**src/rtl/switch_config.svh**
```systemverilog
`ifndef SWITCH_CONFIG_SVH
`define SWITCH_CONFIG_SVH

// number of input and output ports.
`define SW_PORTS 4

// priorities per output, larger value wins.
`define SW_PRIOS 4

// 16-bit words held by one page.
`define SW_PAGE_WORDS 8

// pages in the shared buffer.
`define SW_PAGES 32

// longest packet in words, header included.
`define SW_MAX_WORDS 32

// free pages needed to admit one more maximum packet.
`define SW_FULL_PAGES 4

`endif
```
**src/rtl/switch_pkg.sv**
```systemverilog
`include "switch_config.svh"

package switch_pkg;

    typedef logic [$clog2(`SW_PORTS)-1:0]       port_t;
    typedef logic [$clog2(`SW_PRIOS)-1:0]       prio_t;
    typedef logic [$clog2(`SW_PAGES)-1:0]       page_t;
    typedef logic [$clog2(`SW_PAGE_WORDS)-1:0]  off_t;
    typedef logic [15:0]                        word_t;
    // free page count, reaches SW_PAGES.
    typedef logic [$clog2(`SW_PAGES+1)-1:0]     cnt_t;
    // word count of one packet, reaches SW_MAX_WORDS.
    typedef logic [$clog2(`SW_MAX_WORDS+1)-1:0] len_t;
    // queue pointer with one wrap bit.
    typedef logic [$clog2(`SW_PAGES):0]         qptr_t;

    // first word of a packet, length 0 stands for the maximum.
    typedef struct packed {
        logic [6:0]                          spare;
        logic [$clog2(`SW_MAX_WORDS)-1:0]    length;
        prio_t                               prio;
        port_t                               dest;
    } hdr_t;

    typedef union packed {
        word_t word;
        hdr_t  hdr;
    } hdr_word_u;

    typedef struct packed {
        logic  en;
        page_t page;
        off_t  offset;
        word_t data;
        logic  link_en;
        page_t link_page;
    } buf_wr_t;

    typedef struct packed {
        page_t page;
        off_t  offset;
    } buf_addr_t;

    typedef struct packed {
        logic  valid;
        port_t dest;
        prio_t prio;
        page_t head;
    } enq_req_t;

endpackage

```
**src/rtl/page_free_list.sv**
```systemverilog
`include "switch_config.svh"

module page_free_list import switch_pkg::*; (
    input  logic  clk,
    input  logic  rst_n,
    input  logic  alloc,
    input  logic  release_en,
    input  page_t release_page,
    output page_t free_page,
    output logic  full
);

    page_t pages [`SW_PAGES];
    page_t rd_ptr;
    page_t wr_ptr;
    cnt_t  free_cnt;

    assign free_page = pages[rd_ptr];

    // too few pages left for a maximum packet.
    assign full = free_cnt < cnt_t'(`SW_FULL_PAGES);

    always_ff @(posedge clk) begin
        if (!rst_n) begin
            rd_ptr   <= '0;
            wr_ptr   <= '0;
            free_cnt <= cnt_t'(`SW_PAGES);
            for (int i = 0; i < `SW_PAGES; i++) begin
                pages[i] <= page_t'(i);
            end
        end else begin
            if (alloc) begin
                rd_ptr <= rd_ptr + 1'b1;
            end
            if (release_en) begin
                pages[wr_ptr] <= release_page;
                wr_ptr        <= wr_ptr + 1'b1;
            end
            case ({alloc, release_en})
                2'b10:   free_cnt <= free_cnt - 1'b1;
                2'b01:   free_cnt <= free_cnt + 1'b1;
                default: free_cnt <= free_cnt;
            endcase
        end
    end

endmodule

```
**config.mk**
```make
export PLATFORM = sky130hd
export DESIGN_NAME = page_free_list
export DESIGN_NICKNAME = d
export VERILOG_FILES = /design/src/rtl/switch_pkg.sv /design/src/rtl/page_free_list.sv
export VERILOG_INCLUDE_DIRS = /design/src /design/src/rtl
export SDC_FILE = /design/constraint.sdc
export NUM_CORES = 1
export LEC_CHECK = 0
export BUFFER_PORTS_ARGS = -buffer_cell sky130_fd_sc_hd__buf_2
export CAP_MARGIN = 40
export CORE_MARGIN = 3
export CORE_UTILIZATION = 57
export CTS_CLUSTER_SIZE = 14
export DETAILED_ROUTE_END_ITERATION = 10
export PLACE_DENSITY = 0.75
export SKIP_LAST_GASP = 1
export SYNTH_ARGS = -nofsm -noshare
export SYNTH_HDL_FRONTEND = slang
export SYNTH_SLANG_ARGS = --single-unit
```
**constraint.sdc**
```tcl
create_clock -name clk -period 1.8 [get_ports clk]
set_input_delay 0.09 -clock clk [delete_from_list [all_inputs] [get_ports clk]]
set_output_delay 0.09 -clock clk [all_outputs]
set_load 0.01 [all_outputs]
```
After elaboration in Yosys (flattened, before gate mapping):

Memory sizes are Yosys's and may differ from the RTL's. A register that Yosys moved wholly into a read port is not among the register bits.
Index checks and enable logic that the tools add are counted.

* memories kept: 1
* word-level logic and storage cells: 23
* register bits after elaboration: 16
* memory bits (writable): 160
* output and inout port bits: 6
* input bits: 9

Memories
* pages: words 32, bits a word 5, read ports 1, clocked after memory_dff 1, write ports 32, line page_free_list.sv:13 `` page_t pages [`SW_PAGES]; ``

* equal/unequal tests: 2
* order comparisons: 1
* reduce and logical (&&, ||, !) cells: 2
* add/subtract/negate cells: 4
* multiplexer cells: 10

Operator list (count)
* 5-bit 2-to-1 mux: 4
* 6-bit one-hot mux with 2 select lines: 1
* 5-bit by 1-bit adder with 5-bit output (second input constant): 2
* 6-bit by 1-bit adder with 6-bit output (second input constant): 1
* 6-bit by 3-bit less-than comparator with 1-bit output (second input constant): 1
* 6-bit by 1-bit subtractor with 6-bit output (second input constant): 1
* 1-bit 2-to-1 mux: 5
* 5-bit OR reduction: 1
* 2-bit by 1-bit == test with 1-bit output (second input constant): 1
* 2-bit == test (second input constant): 1
* 2-bit nonzero test: 1

Longest topological paths before layout:

* word-level depth: 5
* mapped depth: 9
* depth with buffers taken out: 8

Worst setup path after synthesis:

No wires, ideal clock.

* path type: input to register
* from: input port alloc
* to: register free_cnt[5]
* slack: -0.074 ns
* arrival time: 1.745 ns
* stages: 9
* data required time: 1.671 ns
* setup time: 0.129 ns
* buffers on the path: 1
* cells stage by stage: clkbuf_1 > inv_1 > ha_1 > inv_1 > ha_1 > and4b_1 > a311oi_1 > a31oi_1 > nand3b_1

* longest elaborated chain between the ends: 2
* elaborated cells on any way between the ends: 4
* those cells by class: eq/ne (2); mux (1); reduce/logical (1)

RTL lines
* from (decl): line page_free_list.sv:6 `input logic alloc,`
* 2-bit by 1-bit == test with 1-bit output or 2-bit == test (tied branches): line page_free_list.sv:39 `case ({alloc, release_en})`
* 6-bit one-hot mux with 2 select lines or 2-bit nonzero test (tied branches)
* to (signal assigned): line page_free_list.sv:40 `2'b10: free_cnt <= free_cnt - 1'b1;`
* to (signal assigned): line page_free_list.sv:41 `2'b01: free_cnt <= free_cnt + 1'b1;`
* to (signal assigned): line page_free_list.sv:42 `default: free_cnt <= free_cnt;`
* to (decl): line page_free_list.sv:16 `cnt_t free_cnt;`

Parallel ways exist; a longest one is shown, timed or not.
A chain may end at the register's enable or synchronous reset.

==> results.sh <==
export IMPL_run_status="finished, violations left"
export IMPL_failing_checks="setup timing"
export IMPL_syn_nets=706
export IMPL_cts_num_sinks=181
export IMPL_max_slew_worst_pin_slew_ns=0.6931
export IMPL_synth_cell_area_sq_mm=0.008543
export IMPL_clock_pin_slew_worst_setup_and_hold_paths_ns=0.07
export IMPL_hold_path_depth=4
export IMPL_power_leakage_nw=3.145
export IMPL_area_growth_synth_to_final_pct=14.82
export IMPL_cpLargestDelayFamily="multiplexers"
export IMPL_post_route_period_util=1.285
export IMPL_drt_drc_violations_left=0
export IMPL_ys_seq_elements=181
export IMPL_cts_inserted_buffers=17
export IMPL_postSynthCellCount=686
export IMPL_postSynth_topFlopCell="sky130_fd_sc_hd__edfxtp_1"
export IMPL_reg2regPathDepth=4
export IMPL_fin_crit_ns=2.313
export IMPL_max_cap_violations=0
export IMPL_final_stage_net_count=740
export IMPL_rsz0062_at_grt="yes"
export IMPL_post_drt_wl_per_cell_um=21.46
export IMPL_post_route_cells_drive_above_1_share=0.2019
export IMPL_worst_endpoint_required_ns=1.71
export IMPL_yosys_area_top_type="sky130_fd_sc_hd__edfxtp_1"
export IMPL_cell_rows=44
export IMPL_gpl_final_weighted_congestion=1.102
export IMPL_io_pins=15
export IMPL_ctsHoldBuffers=0
export IMPL_via_count=5726
export IMPL_place_port_buffers=14
export IMPL_timing_setup_critical_path_class="register to output pin"
export IMPL_wp_buf_inv=2
export IMPL_synthesis_yosys_warnings=0
export IMPL_timing_critical_path_cells="buf_12 -> mux4_2 -> a22o_1 -> a221oi_2 -> nand3_1 -> buf_2"
export IMPL_final_hold_viol_count=0
export IMPL_place_ws_ns=-0.2601
export IMPL_min_from="alloc"
export IMPL_power_ir_vdd_worst_v=0.001061
export IMPL_grt_util_all_layers=0.2486
export IMPL_synth_distinct_cells=50
export IMPL_die_width_um=128.4
export IMPL_final_setup_viol_count=5
export IMPL_cts_htree_levels=4
export IMPL_floorplan_die_height_um=128.4
export IMPL_start_util=0.5856
export IMPL_finalClockSkew_ns=0.007155
export IMPL_synth_enable_flop_cells=160
export IMPL_r2r_start="wr_ptr[1]"
export IMPL_maximum_number_of_pins_on_one_net_before_global_route_repair=33
export IMPL_grt_antenna_before_repair=0
export IMPL_grt_pass1_vias=5557
export IMPL_clock_insertion_delay_worst_skew_ns=0.44
export IMPL_post_synth_top_area_fraction=0.5624
export IMPL_total_power_divided_by_cell_area_mw_per_mm2=960.9
export IMPL_fmax_mhz=432.4
export IMPL_firstDrtPassIters=6
export IMPL_critPathMaxStageDelay_ns=0.50
export IMPL_clock_root_buffer="sky130_fd_sc_hd__clkbuf_16"
export IMPL_hp_class="input port to register"
export IMPL_slowest_cell_on_crit_path="sky130_fd_sc_hd__mux4_2"
export IMPL_layout_cells_most_common="sky130_fd_sc_hd__edfxtp_1"
export IMPL_final_cell_mix="sky130_fd_sc_hd__edfxtp_1, sky130_fd_sc_hd__nand2_1, sky130_fd_sc_hd__buf_4, sky130_fd_sc_hd__nor2_1, sky130_fd_sc_hd__mux2i_1"
export IMPL_route_final_wire_length_um=19680
export IMPL_diodes=0
export IMPL_crit_path_start_kind="register"
export IMPL_clock_path_buffers=2
export IMPL_wire_length_of_the_first_global_routing_pass_um=30750
export IMPL_worstPathMaxFanout=7
export IMPL_floorplan_die_area_sq_mm=0.01649
export IMPL_slew_limit_headroom=0.5362
export IMPL_critPathCaptureType="output pin"
export IMPL_tritoncts="yes"
export IMPL_detailedPlacementHpwl_um=13610
export IMPL_r2r_end="pages[19][2]"
export IMPL_syn_avg_cell_area_sq_um=12.45
export IMPL_maxSlewViolCount=0
export IMPL_timing_reg2reg_setup_slack_ns=0.14
export IMPL_placeableCoreArea_sq_mm=0.01459
export IMPL_area_contributors_post_synth="sky130_fd_sc_hd__edfxtp_1, sky130_fd_sc_hd__mux2i_1, sky130_fd_sc_hd__dfxtp_1, sky130_fd_sc_hd__nand2_1, sky130_fd_sc_hd__mux4_2"
export IMPL_synth_async_reset_ratio=0
export IMPL_power_mw=9.426
export IMPL_grt_remaining_overflow=0
export IMPL_drt_initial_violations=782
export IMPL_post_synthesis_sequential_area_ratio=0.6116
export IMPL_routed_via_density=6.244
export IMPL_final_setup_worst_slack_ns=-0.5128
export IMPL_ant_nets=0
export IMPL_worst_path_arrival_ns=2.22
## flip-flops by register name (all words and copies together) (netlist names), named ones only
| register | flops |
|---|---|
| pages | 160 |
| free_cnt | 6 |
| rd_ptr | 5 |
| wr_ptr | 5 |
## repair_timing
item	4_1_cts	5_1_grt
gates cloned	0	1
gates resized for setup	19	15
endpoints found under the setup margin	10	85
setup buffers	1	0
pin swaps	11	3
## kinds of logic after synthesis
group           share of synthesized area
compound gates                    0.05067
xor+xnor                          0.01025
fa+ha+maj                         0.01699
flops                              0.6116
simple gates                       0.1690
mux                                0.1066
buf+inv                           0.03486
## worst reg2reg max path: stages (launching register included)
cell and delay [ns]:
sky130_fd_sc_hd__dfxtp_1 0.40, sky130_fd_sc_hd__ha_1 0.23, sky130_fd_sc_hd__and3_1 0.32, sky130_fd_sc_hd__nand3_1 0.19, sky130_fd_sc_hd__nand2_1 0.22
## synth_stat cells, types with 10 or more instances
cell                       count
sky130_fd_sc_hd__edfxtp_1    160
sky130_fd_sc_hd__nand2_1      74
sky130_fd_sc_hd__clkbuf_1     46
sky130_fd_sc_hd__mux2i_1      43
sky130_fd_sc_hd__nor2_1       43
sky130_fd_sc_hd__and2_1       36
sky130_fd_sc_hd__nor3_1       34
sky130_fd_sc_hd__or3_1        32
sky130_fd_sc_hd__nand3_1      27
sky130_fd_sc_hd__dfxtp_1      21
sky130_fd_sc_hd__o21ai_1      16
sky130_fd_sc_hd__mux4_2       12
sky130_fd_sc_hd__a21oi_1      11
sky130_fd_sc_hd__a22oi_1      10
sky130_fd_sc_hd__ha_1         10
sky130_fd_sc_hd__inv_1        10
sky130_fd_sc_hd__o21ai_0      10
## routing by layer
layer,GRT usage,routed length [um]
met5,0,0
met4,0.07428,388
met3,0.05853,1737
met2,0.4073,9654
met1,0.3342,7898
## how the worst max path moves through the flow
stage                  start           end  slack (ns)  cells past startpoint
finish              register  free_page[2]       -0.51                      6
global route        register  free_page[2]       -0.57                      6
CTS                 register  free_page[3]       -0.52                      6
detailed placement  register  free_page[1]       -0.26                      6
global placement    register  free_page[2]       -0.20                      6
floorplan              alloc   free_cnt[5]       0.007                      9
## per-stage QoR
stage          area, sq um  hold WS, ns  setup TNS (ns)    util  instances
2_1_floorplan         8544       0.2695               0       -        686
3_3_place_gp          9107       0.4960         -0.8633  0.6243        883
3_5_place_dp          9107       0.5160          -1.199  0.6243        883
4_1_cts               9739       0.1211          -2.467  0.6676        916
5_1_grt               9809       0.1436          -2.781  0.6724        917
6_report              9809       0.1353          -2.510  0.6724        917
## where the power goes
group	switching (mW)	leakage (nW)	internal [mW]
Clock	1.59	0.294	2.20
Sequential	0.0769	1.54	4.67
Combinational	0.507	1.31	0.386
Total	2.17	3.14	7.25
## cell type report
cell class | instances | area [sq um]
clock buffer | 18 | 429.2
clock inverter | 14 | 172.7
fill | 1008 | 4780
inverter | 10 | 37.54
multi-input combinational | 436 | 3069
sequential | 181 | 5238
tap | 184 | 230.2
timing repair buffer | 74 | 633.1
Power figures use the tool's default switching activity.
