`src/rtl/switch_config.svh`:
```
`ifndef SWITCH_CONFIG_SVH
`define SWITCH_CONFIG_SVH

// number of input and output ports.
`define SW_PORTS 4

// priorities per output, larger value wins.
`define SW_PRIOS 4

// 16-bit words held by one page.
`define SW_PAGE_WORDS 8

// pages in the shared buffer.
`define SW_PAGES 32

// longest packet in words, header included.
`define SW_MAX_WORDS 32

// free pages needed to admit one more maximum packet.
`define SW_FULL_PAGES 4

`endif
```
`src/rtl/switch_pkg.sv`:
```
`include "switch_config.svh"

package switch_pkg;

    typedef logic [$clog2(`SW_PORTS)-1:0]       port_t;
    typedef logic [$clog2(`SW_PRIOS)-1:0]       prio_t;
    typedef logic [$clog2(`SW_PAGES)-1:0]       page_t;
    typedef logic [$clog2(`SW_PAGE_WORDS)-1:0]  off_t;
    typedef logic [15:0]                        word_t;
    // free page count, reaches SW_PAGES.
    typedef logic [$clog2(`SW_PAGES+1)-1:0]     cnt_t;
    // word count of one packet, reaches SW_MAX_WORDS.
    typedef logic [$clog2(`SW_MAX_WORDS+1)-1:0] len_t;
    // queue pointer with one wrap bit.
    typedef logic [$clog2(`SW_PAGES):0]         qptr_t;

    // first word of a packet, length 0 stands for the maximum.
    typedef struct packed {
        logic [6:0]                          spare;
        logic [$clog2(`SW_MAX_WORDS)-1:0]    length;
        prio_t                               prio;
        port_t                               dest;
    } hdr_t;

    typedef union packed {
        word_t word;
        hdr_t  hdr;
    } hdr_word_u;

    typedef struct packed {
        logic  en;
        page_t page;
        off_t  offset;
        word_t data;
        logic  link_en;
        page_t link_page;
    } buf_wr_t;

    typedef struct packed {
        page_t page;
        off_t  offset;
    } buf_addr_t;

    typedef struct packed {
        logic  valid;
        port_t dest;
        prio_t prio;
        page_t head;
    } enq_req_t;

endpackage

```
`src/rtl/packet_reader.sv`:
```
`include "switch_config.svh"

module packet_reader import switch_pkg::*; (
    input  logic                  clk,
    input  logic                  rst_n,
    input  logic [`SW_PORTS-1:0]  ready,
    input  logic [`SW_PORTS-1:0]  nonempty,
    output logic                  deq,
    output port_t                 deq_port,
    input  page_t                 head_page,
    output buf_addr_t             rd_addr,
    input  word_t                 rd_word,
    input  page_t                 rd_next,
    output logic                  release_en,
    output page_t                 release_page,
    output logic [`SW_PORTS-1:0]  rd_sop,
    output logic [`SW_PORTS-1:0]  rd_eop,
    output logic [`SW_PORTS-1:0]  rd_vld,
    output word_t [`SW_PORTS-1:0] rd_data
);

    port_t                scan;
    port_t                out_port;
    logic                 hdr_q;
    len_t                 cnt_q;
    len_t                 pkt_len;
    len_t                 rem;
    page_t                a_page;
    off_t                 a_off;
    logic                 active;
    logic                 fetch;
    logic                 page_done;
    hdr_word_u            hdr;
    logic [`SW_PORTS-1:0] out_mask;

    assign hdr     = rd_word;
    assign pkt_len = (hdr.hdr.length == '0) ? len_t'(`SW_MAX_WORDS) : len_t'(hdr.hdr.length);

    // a word arrives from the buffer in every active cycle.
    assign active = hdr_q || (cnt_q != '0);

    // words still due after the one arriving now.
    always_comb begin
        if (hdr_q) begin
            rem = pkt_len - 1'b1;
        end else if (cnt_q != '0) begin
            rem = cnt_q - 1'b1;
        end else begin
            rem = '0;
        end
    end

    assign deq       = !active && ready[scan] && nonempty[scan];
    assign deq_port  = scan;
    assign fetch     = active && (rem != '0);
    assign page_done = fetch && ((a_off == off_t'(`SW_PAGE_WORDS - 1)) || (rem == len_t'(1)));

    always_comb begin
        if (deq) begin
            rd_addr.page   = head_page;
            rd_addr.offset = '0;
        end else begin
            rd_addr.page   = a_page;
            rd_addr.offset = a_off;
        end
    end

    always_comb begin
        out_mask = '0;
        out_mask[out_port] = 1'b1;
    end

    always_ff @(posedge clk) begin
        if (!rst_n) begin
            scan       <= '0;
            hdr_q      <= 1'b0;
            cnt_q      <= '0;
            release_en <= 1'b0;
            rd_sop     <= '0;
            rd_eop     <= '0;
            rd_vld     <= '0;
        end else begin
            if (!active) begin
                scan <= scan + 1'b1;
            end
            hdr_q      <= deq;
            cnt_q      <= rem;
            // a header-only packet frees its page once the length is known.
            release_en <= page_done || (hdr_q && (rem == '0));
            rd_sop     <= hdr_q ? out_mask : '0;
            rd_vld     <= active ? out_mask : '0;
            rd_eop     <= (active && (rem == '0)) ? out_mask : '0;
        end
    end

    always_ff @(posedge clk) begin
        if (deq) begin
            out_port <= scan;
            a_page   <= head_page;
            a_off    <= off_t'(1);
        end else if (fetch) begin
            a_off <= a_off + 1'b1;
            // the link of this page was read along with offset 6.
            if (a_off == off_t'(`SW_PAGE_WORDS - 1)) begin
                a_page <= rd_next;
            end
        end
        release_page <= a_page;
        if (active) begin
            rd_data[out_port] <= rd_word;
        end
    end

endmodule

```
`config.mk`:
```
export PLATFORM = sky130hd
export DESIGN_NAME = packet_reader
export DESIGN_NICKNAME = d
export VERILOG_FILES = /design/src/rtl/switch_pkg.sv /design/src/rtl/packet_reader.sv
export VERILOG_INCLUDE_DIRS = /design/src /design/src/rtl
export SDC_FILE = /design/constraint.sdc
export NUM_CORES = 1
export LEC_CHECK = 0
export BUFFER_PORTS_ARGS = -buffer_cell sky130_fd_sc_hd__buf_2
export CORE_MARGIN = 2
export CORE_UTILIZATION = 45
export CTS_CLUSTER_SIZE = 14
export DETAILED_ROUTE_END_ITERATION = 6
export PLACE_DENSITY = 0.74
export REMOVE_ABC_BUFFERS = 1
export SETUP_SLACK_MARGIN = 0.1
export SYNTH_ARGS = -nofsm -noshare
export SYNTH_HDL_FRONTEND = slang
export SYNTH_SLANG_ARGS = --single-unit
```
`constraint.sdc`:
```
create_clock -name clk -period 7.2 [get_ports clk]
set_input_delay 0.36 -clock clk [delete_from_list [all_inputs] [get_ports clk]]
set_output_delay 0.36 -clock clk [all_outputs]
set_load 0.01 [all_outputs]
```
# Word-level counts from Yosys, hierarchy flattened
# Cells that the tools add are included.
# classes
addsub	4
n_lt_le_gt_ge	3
eq_ne	2
n_mux	16
n_reduce_logical	21
# op_table
op	count
64-bit bitwise mux	1
16-bit demux with 2-bit select	1
6-bit two-way mux	3
16-bit two-way mux	1
5-bit two-way mux	3
6-bit nonzero test	2
6-bit by 1-bit subtractor with 6-bit output (second input constant)	2
8-bit two-way mux	1
2-bit AND reduction	4
1-bit logical AND	7
6-bit by 1-bit == test with 1-bit output (second input constant)	1
6-bit logical NOT	1
2-bit by 3-bit less-than comparator with 1-bit output (second input constant)	2
5-bit logical NOT	1
1-bit binary-select mux with 2-bit select	2
2-bit nonzero test	2
3-bit by 1-bit adder with 3-bit output (second input constant)	1
3-bit == test (second input constant)	1
1-bit logical OR	3
1-bit two-way mux	3
2-bit by 1-bit adder with 2-bit output (second input constant)	1
1-bit demux with 2-bit select	1
2-bit by 1-bit greater-or-equal comparator with 1-bit output (second input constant)	1
1-bit logical NOT	1
# totals
regBits	101
in_bits	36
out_inout_bits	93
wordCells	61

# Depth between registers and ports, before layout
# Gate-level depths: netlist of run 1.
# depth
depth_word	8
mapped_depth	8

# Worst setup path after synthesis of run 1
# OpenSTA, ideal clock, no wires.
# synth_timing
kind	register -> register
startpoint	register cnt_q[0]
endpoint	register rd_data[0] in the netlist's numbering, enable pin
setup_time_ps	409
arrival_time_ps	2103
path_slack_ps	4687
path_stages_with_launch	6
period_less_slack_ps	2513
cell_sequence	dfxtp_1 > inv_1 > ha_1 > nand2_2 > nor2_1 > nor3_1
# synth_via
elab_chain_cells	2
# synth_rtl
item	line_no	source
start: declaration	packet_reader.sv:25	len_t cnt_q;
start signal: assignment	packet_reader.sv:87	cnt_q <= rem;
6-bit nonzero test	packet_reader.sv:40	assign active = hdr_q || (cnt_q != '0);
1-bit logical OR	packet_reader.sv:40	
end signal: indexed assignment	packet_reader.sv:110	rd_data[out_port] <= rd_word;
end: declaration	packet_reader.sv:19	output word_t [`SW_PORTS-1:0] rd_data
# No other way between the ends.
# A chain may end at the register's enable or synchronous reset.

==> metrics.yaml, run 1 <==
fmax_mhz: 380
drt-initial-drc-count: 121
worst_pin_slew_ns: 0.597
clk_path_buf_depth: 2
grt_overflow: 0
nets: 394
core_area_sq_mm: 0.00765
period_share: 0.366
r2r_slack_ns: 4.90
crit_fanout: 19
max_slew_margin: 0.599
crit_type: "register to output pin"
path_delay_family: "buffers and inverters"
cts_sinks: 101
setup_viol: 0
dieArea_sq_mm: 0.00852
hpwl_um: 4850
worstSetupEndpointType: "output pin"
outcome: "finished, final reports clean"
drcViolationCount: 0
cts_tree: "done"
drive_gt1_frac: 0.448
track_usage: 0.159
start_kind: "register"
syn2layout_area_growth_pct: 27.3
mostFrequentLayoutCells: "buf_2, edfxtp_1, dfxtp_1"
die_x_um: 92.3
endpoint: "rd_addr[6]"
timing.rr.end: "a_page[1]"
critPathSlowestCell: "dfxtp_1"
diodes: 0
p_per_area_mw_per_mm2: 405
setup_tns_ns: 0
place.gp.congestion: 0.749
post_cts_buffers: 0
crit_required_ns: 6.84
first_global_vias: 2051
nFillCells: 598
ir_drop_v: 0.000216
synth_top_family_by_area: "simple AND/OR/NAND/NOR gates"
yosys.area_share.simple: 0.0952
yosysWarnings: 0
syn_area_per_cell_sq_um: 16.5
wl_per_cell_um: 14.4
skew_ns: 0.0151
reg2regPathDepth: 7
reg2reg_from: "cnt_q[0]"
arrival_ns: 2.27
holdWs_ns: 0.232
critPathBufInv: 3
cts.reportedPaths.clkPinSlew_ns: 0.09
maxSlewViolCount: 0
synth_area_sq_mm: 0.00351
ctsHoldBuffers: 0
synth_xor_area_frac: 0.0200
crit_cells: 7
synth_seq_area_share: 0.779
synth_compound_gate_area_share: 0.0342
root_buffer: "clkbuf_8"
muxShareOfSynthArea: 0.0464
grt_max_degree: 20
htree_levels: 3
io_buffers: 128
vias_per_cell: 4.85
clk_latency_ns: 0.35
path_cells: "inv_1 > ha_1 > nand2_2 > a2111oi_4 > buf_4 > mux2_1 > buf_2"
drt_pass1_iterations: 4
holdCritPathClass: "input port to register"
mostFrequentLayoutCell: "buf_2"
vias: 2234
p_leak_nw: 1.87
dieHeight_um: 92.3
numCtsBuffers: 9
synthCells: 212
finalHoldViolCount: 0
rows: 32
postRouteAntennaNets: 0
antenna_found_initial: 0
cpPeakStageDelay_ns: 0.36
cts_resized: 0
finalCoreUtilization: 0.584
wl_um: 6650
start_util: 0.459
rsz0062_at_grt: "false"
period_needed_ns: 2.63
ys_types: 35
grt_pass1_wl_um: 10200
pre_cts_slack_ns: 4.88
drv_cap: 0
synthAdderAreaFrac: 0.0143
setup_ws_ns: 4.57
crit_start: "cnt_q[0]"
ys_ff_latch: 101
top_level_ports: 129
==> worst register-to-register path, stage by stage, from the launching register on <==
cell and delay [ns]:
dfxtp_1 0.42, inv_1 0.07, ha_1 0.29, and4b_1 0.24, a211o_1 0.29, o21ai_2 0.22, nand4_4 0.20, a21o_1 0.31
==> metrics by stage <==
step | power, W | cell area (sq um) | cells
floorplan | 0.00128 | 3490 | 210
global placement | 0.00151 | 4300 | 445
detailed placement | 0.00153 | 4300 | 445
CTS | 0.00183 | 4470 | 461
global route | 0.00192 | 4470 | 461
finish | 0.00181 | 4470 | 461
==> per-layer routing <==
layer  global-route usage  routed length (um)  up-vias
met5                    0                   0        -
met4               0.0522                  80        0
met3               0.0456                 559       11
met2                0.257                3090      133
met1                0.210                2910     1022
li1                     -                   -     1068
==> worst min path at each step <==
stage                       to  slack [ns]  depth (start not counted)         from
2_1_floorplan  release_page[0]        0.34                          0    a_page[0]
3_3_place_gp   release_page[2]        0.36                          0    a_page[2]
3_5_place_dp   release_page[2]        0.36                          0    a_page[2]
4_1_cts            rd_data[51]        0.21                          1   rd_word[3]
5_1_grt             rd_data[3]        0.20                          1   rd_word[3]
6_report           rd_data[10]        0.23                          1  rd_word[10]
==> cells in the mapped netlist <==
cell type,n,share of area
edfxtp_1,71,0.61
dfxtp_1,30,0.17
nor2_1,27,0.029
nor3_1,11,0.016
nand2_1,8,0.0086
inv_1,6,0.0064
mux2_1,5,0.016
mux2_2,5,0.016
xnor2_1,5,0.012
a31oi_1,4,0.0071
ha_1,4,0.014
and4b_1,3,0.0086
nor2b_1,3,0.0054
xor2_1,3,0.0075
and3_1,2,0.0036
mux2_4,2,0.0086
mux2i_1,2,0.0057
nand2b_1,2,0.0036
nor4_2,2,0.0071
o21ai_1,2,0.0029
a2111oi_4,1,0.0078
a211o_1,1,0.0025
a21o_1,1,0.0021
a22o_1,1,0.0025
a311o_1,1,0.0029
a311oi_1,1,0.0025
and2_1,1,0.0018
buf_2,1,0.0014
buf_6,1,0.0032
nand2_2,1,0.0018
nand3b_1,1,0.0021
nand4_4,1,0.0061
nor3b_1,1,0.0021
o21ai_0,1,0.0014
o21ai_2,1,0.0025
==> flip-flops by register name, summed over array words and instances, names as in the netlist <==
signal and flops:
a_off 3, release_page 5, rd_sop 4, deq_port 2
rd_data 64, rd_vld 4, a_page 5, hdr_q 1
cnt_q 6, out_port 2, rd_eop 4, release_en 1
==> cell families after synthesis <==
| logic type | after synthesis |
|---|---|
| AO/OA/AOI/OAI | 14 |
| multiplexers | 14 |
| adder cells (fa/ha/maj) | 4 |
| AND/OR/NAND/NOR | 63 |
| XOR/XNOR | 8 |
| buffers and inverters | 8 |
| flip-flops | 101 |
==> area by class of cell <==
class | count | area (sq um) | area share
tap | 102 | 128 | 0.0286
inverter | 6 | 22.5 | 0.00504
sequential | 101 | 2730 | 0.612
clock buffer | 10 | 128 | 0.0286
multi-input combinational | 103 | 742 | 0.166
timing repair buffer | 133 | 678 | 0.152
clock inverter | 6 | 36.3 | 0.00812
==> where the power goes <==
| group | switching [W] | internal, W |
|---|---|---|
| clock network | 0.000174 | 0.000126 |
| registers | 0.0000693 | 0.000805 |
| logic | 0.000373 | 0.000262 |
(Power assumes the default switching activity.)
==> run 2, diff against run 1 <==
- CORE_UTILIZATION: 45 -> 44
- PLACE_DENSITY: 0.74 -> 0.75
- clock period: 7.2 -> 2.3 ns (I/O delays scaled with it)
==> run 2 against run 1 <==
Net effect:
- sequential cell count stayed put
- critical path depth is 1 lower
- combinational power grew to 3.5 times the previous value
- clock skew is 0.0038 ns lower
- register-to-register slack worse by 4.7 ns
- critical endpoint is now rd_addr[7]
- cell area is 6.1% higher
- cell count is 5.0% higher
==> metrics.yaml, run 2 (synthesis results as in run 1) <==
period_needed_ns: 2.16
drv_cap: 0  # unchanged
setup_tns_ns: 0  # unchanged
p_per_area_mw_per_mm2: 1270  # +210%
fin_cells: 484  # +5.0%
postRouteAntennaNets: 0  # unchanged
nets: 417  # +5.8%
antenna_found_initial: 0  # unchanged
fmax_mhz: 463
drt-initial-drc-count: 113  # -6.6%
reg_top3: "rd_data x64, cnt_q x6"
vias: 2335  # +4.5%
mostFrequentLayoutCell: "buf_2"
clk_path_buf_depth: 2  # unchanged
dieArea_sq_mm: 0.00870  # +2.2%
worstSetupEndpointType: "output pin"
first_global_vias: 2233  # +8.9%
grt_max_degree: 21  # +5.0%
drt_pass1_iterations: 5  # +1
io_buffers: 128  # unchanged
path_cells: "nor4_4 > nand2_2 > a2111oi_4 > buf_6 > mux2_2 > buf_2"
start_kind: "register"
drcViolationCount: 0  # unchanged
largest_reg_flops: 64  # unchanged
grt_pass1_wl_um: 10800  # +6.1%
maxSlewViolCount: 0  # unchanged
cpPeakStageDelay_ns: 0.36  # about the same
ir_drop_v: 0.000779  # +260%
rsz0062_at_grt: "true"
vias_per_cell: 4.82  # -0.45%
place.gp.congestion: 0.738  # -1.5%
core_area_sq_mm: 0.00773  # +1.0%
top_level_ports: 129  # unchanged
htree_levels: 3  # unchanged
regMostFlops: "rd_data"
crit_fanout: 7  # -12
holdWs_ns: 0.0275  # -0.204 ns
arrival_ns: 2.04  # -0.23 ns
critPathSlowestCell: "dfxtp_2"
root_buffer: "clkbuf_8"
finalHoldViolCount: 0  # unchanged
syn2layout_area_growth_pct: 35.1
r2r_slack_ns: 0.20  # -4.70 ns
hpwl_um: 4840  # -0.28%
max_slew_margin: 0.611  # +0.0117
worst_pin_slew_ns: 0.580  # -0.0174 ns
wl_um: 7170  # +7.9%
cts_sinks: 101  # unchanged
holdCritPathClass: "input port to register"
drive_gt1_frac: 0.474  # +0.0254
numPlacedInstances: 448  # +0.67%
outcome: "finished, final reports clean"
crit_type: "register to output pin"
grt_overflow: 0  # unchanged
numCtsBuffers: 9  # unchanged
rows: 32  # unchanged
clk_latency_ns: 0.36  # about the same
diodes: 0  # unchanged
setup_viol: 0  # unchanged
wl_per_cell_um: 14.8  # +2.8%
mostFrequentLayoutCells: "buf_2, edfxtp_1, nor2_1, dfxtp_1"
cts.reportedPaths.clkPinSlew_ns: 0.10  # about the same
die_x_um: 93.3  # +1.1%
crit_required_ns: 2.18  # -4.66 ns
track_usage: 0.165  # +0.00542
skew_ns: 0.0113  # -0.00379 ns
period_share: 0.939
p_leak_nw: 1.99  # +6.3%
dieHeight_um: 93.3  # +1.1%
start_util: 0.454  # -0.00475
dpl_cell_area_sq_mm: 0.00433  # +0.52%
final_area_sq_mm: 0.00474  # +6.1%
cts_tree: "done"
==> run 2: stage by stage <==
stage                     power (W)  worst slack, ns  utilization
after floorplan             0.00401           -0.222            -
after global placement      0.00475            0.163        0.560
after detailed placement    0.00480           0.0766        0.560
after CTS                   0.00606            0.120        0.613
after global routing        0.00640           0.0265        0.613
final                       0.00602            0.140        0.613
==> run 2: layout make-up <==
class,count,area (sq um)
Clock buffer,9,124
Clock inverter,7,73.8
Fill cell,564,2990
Inverter,6,22.5
Multi-Input combinational cell,103,769
Sequential cell,101,2740
Tap cell,102,128
Timing Repair Buffer,156,885
==> run 2: layer usage <==
metal  routed length, um  track usage
met5                   0            0
met4                  51       0.0490
met3                 601       0.0500
met2                3460        0.279
met1                3060        0.204
==> run 2: worst max-delay path, delay by kind of cell, from the launching register on <==
kind | cells | cell delay, ns
buffers and inverters | 2 | 0.32
flip-flops | 1 | 0.36
AO/OA/AOI/OAI | 1 | 0.24
AND/OR/NAND/NOR | 2 | 0.43
multiplexers | 1 | 0.33
==> run 2: timing repair <==
action | in CTS | in global routing
gates resized for setup | 7 | 3
endpoints found under the setup margin | 13 | 75
hold endpoints to repair | 49 | 0
setup buffers | 6 | 0
pin swaps | 2 | 1
hold buffers | 13 | 0
gates cloned | 1 | 0
==> run 2: final timing paths <==
path | end | cells after the start | start
setup / recovery | rd_addr[7] | 6 | cnt_q[4]
hold / removal | rd_data[53] | 1 | rd_word[5]
hold reg to reg | release_page[3] | 0 | a_page[3]
setup reg to reg | a_page[1] | 7 | cnt_q[4]
==> run 2: where the power goes <==
part           internal, W  leakage, nW  switching, W
clock             0.000429        0.101      0.000641
sequential         0.00252        0.905      0.000225
combinational     0.000981        0.981       0.00122
total              0.00393         1.99       0.00209
==> run 3, diff against run 2 <==
- CORE_MARGIN: 2 -> 1.5
==> run 3 against run 2 <==
Net effect:
- hold slack better by 0.011 ns
- utilization unchanged
- cell count down 0.21%
- setup slack better by 0.0057 ns
- cell area unchanged
- die area down 2.1%
- critical path depth unchanged
- sequential cell count unchanged
- total power down 0.50%
- combinational power about the same
- global-route usage up 0.56 points
- clock skew up 0.0033 ns
- critical endpoint unchanged
==> metrics.yaml, run 3 (synthesis results as in run 1) <==
place.gp.congestion: 0.777  # +5.3%
die_x_um: 92.3  # -1.1%
max_slew_margin: 0.614  # +0.00362
power_w: 0.00599  # -0.50%
hpwl_um: 4660  # -3.7%
start_util: 0.454  # unchanged
skew_ns: 0.0145  # +0.00327 ns
ir_drop_v: 0.000800  # +2.6%
drv_cap: 0  # unchanged
cts_sinks: 101  # unchanged
reg2reg_from: "cnt_q[4]"
top_level_ports: 129  # unchanged
fin_cells: 483  # -0.21%
crit_type: "register to output pin"
nets: 416  # -0.24%
grt_max_degree: 20  # -4.8%
worst_pin_slew_ns: 0.575  # -0.00540 ns
finalHoldViolCount: 0  # unchanged
crit_required_ns: 2.18  # about the same
drcViolationCount: 0  # unchanged
syn2layout_area_growth_pct: 35.1  # unchanged
worstSetupEndpointType: "output pin"
wl_um: 7030  # -2.0%
rows: 32  # unchanged
cts.reportedPaths.clkPinSlew_ns: 0.10  # about the same
clk_latency_ns: 0.36  # about the same
antenna_found_initial: 0  # unchanged
root_buffer: "clkbuf_8"
mostFrequentLayoutCells: "buf_2, edfxtp_1, nor2_1"
p_leak_nw: 1.98  # -0.13%
first_global_vias: 2124  # -4.9%
drt-initial-drc-count: 101  # -11%
drt_pass1_iterations: 4  # -1
min_from: "rd_word[7]"
holdCritPathClass: "input port to register"
vias: 2294  # -1.8%
grt_pass1_wl_um: 10800  # -0.12%
drive_gt1_frac: 0.475  # +0.00124
dieHeight_um: 92.3  # -1.1%
period_share: 0.937  # -0.00247
htree_levels: 3  # unchanged
maxSlewViolCount: 0  # unchanged
endpoint: "rd_addr[7]"
timing.rr.end: "a_page[1]"
r2r_slack_ns: 0.21  # about the same
numCtsBuffers: 9  # unchanged
rsz0062_at_grt: "true"
crit_fanout: 5  # -2
mostFrequentLayoutCell: "buf_2"
regMostFlops: "rd_data"
track_usage: 0.170  # +0.00563
crit_start: "cnt_q[4]"
dieArea_sq_mm: 0.00852  # -2.1%
reg_top3: "rd_data x64, cnt_q x6"
fmax_mhz: 464  # +0.26%
cts_tree: "done"
postRouteAntennaNets: 0  # unchanged
core_area_sq_mm: 0.00773  # unchanged
outcome: "finished, final reports clean"
diodes: 0  # unchanged
vias_per_cell: 4.75  # -1.6%
period_needed_ns: 2.15  # -0.00568 ns
io_buffers: 128  # unchanged
largest_reg_flops: 64  # unchanged
arrival_ns: 2.04  # about the same
p_per_area_mw_per_mm2: 1260  # -0.50%
start_kind: "register"
clk_path_buf_depth: 2  # unchanged
reg2regPathDepth: 7  # unchanged
setup_viol: 0  # unchanged
grt_overflow: 0  # unchanged
wl_per_cell_um: 14.6  # -1.7%
holdWs_ns: 0.0387  # +0.0112 ns
numPlacedInstances: 448  # unchanged
[run 3: per-layer routing]
layer | share of wire | vias up | GRT usage
li1 | - | 1104 | -
met1 | 0.45 | 1051 | 0.226
met2 | 0.46 | 126 | 0.266
met3 | 0.081 | 13 | 0.0534
met4 | 0.014 | 0 | 0.0603
met5 | 0 | - | 0
[run 3: through the flow]
| step | instance area (sq um) | setup slack, ns | util | setup TNS (ns) |
|---|---|---|---|---|
| 3_3_place_gp | 4330 | 0.157 | 0.560 | 0 |
| 3_5_place_dp | 4330 | 0.0763 | 0.560 | 0 |
| 4_1_cts | 4720 | 0.107 | 0.611 | 0 |
| 6_report | 4740 | 0.146 | 0.613 | 0 |
| 2_1_floorplan | 3490 | -0.222 | - | -3.56 |
| 5_1_grt | 4740 | 0.0264 | 0.613 | 0 |
[run 3: worst max-delay path, stage by stage, from the launching register on]
cell	delay, ns
dfxtp_2	0.36
nor4_4	0.30
nand2_2	0.13
a2111oi_4	0.25
buf_6	0.18
mux2_2	0.32
buf_2	0.14
[run 3: report_power, final]
group	leakage [nW]	switching (W)	internal (W)
combinational	0.979	0.00124	0.000976
clock	0.0992	0.000620	0.000418
sequential	0.906	0.000213	0.00253
total	1.98	0.00207	0.00392
[run 3: area by class of cell]
type / count / area (sq um)
Multi-Input combinational cell: 103 / 782
Sequential cell: 101 / 2740
Clock inverter: 7 / 65.1
Fill cell: 580 / 2990
Inverter: 6 / 22.5
Clock buffer: 9 / 124
Timing Repair Buffer: 155 / 877
Tap cell: 102 / 128
[run 3: what timing repair did]
action                                 4_1_cts  5_1_grt
gates resized for setup                     10        3
pin swaps                                    1        0
cloned                                       1        0
endpoints found under the hold margin       52        0
setup endpoints to repair                   14       18
hold buffers                                13        0
setup buffers                                5        0
[run 3: how the worst min path moves through the flow]
stage / end / slack [ns] / depth (start not counted)
2_1_floorplan: rd_data[0] / 0.21 / 0
3_3_place_gp: rd_data[25] / 0.33 / 1
3_5_place_dp: rd_data[34] / 0.33 / 1
4_1_cts: rd_data[39] / 0.02 / 1
5_1_grt: rd_data[23] / 0.02 / 1
6_report: rd_data[55] / 0.04 / 1
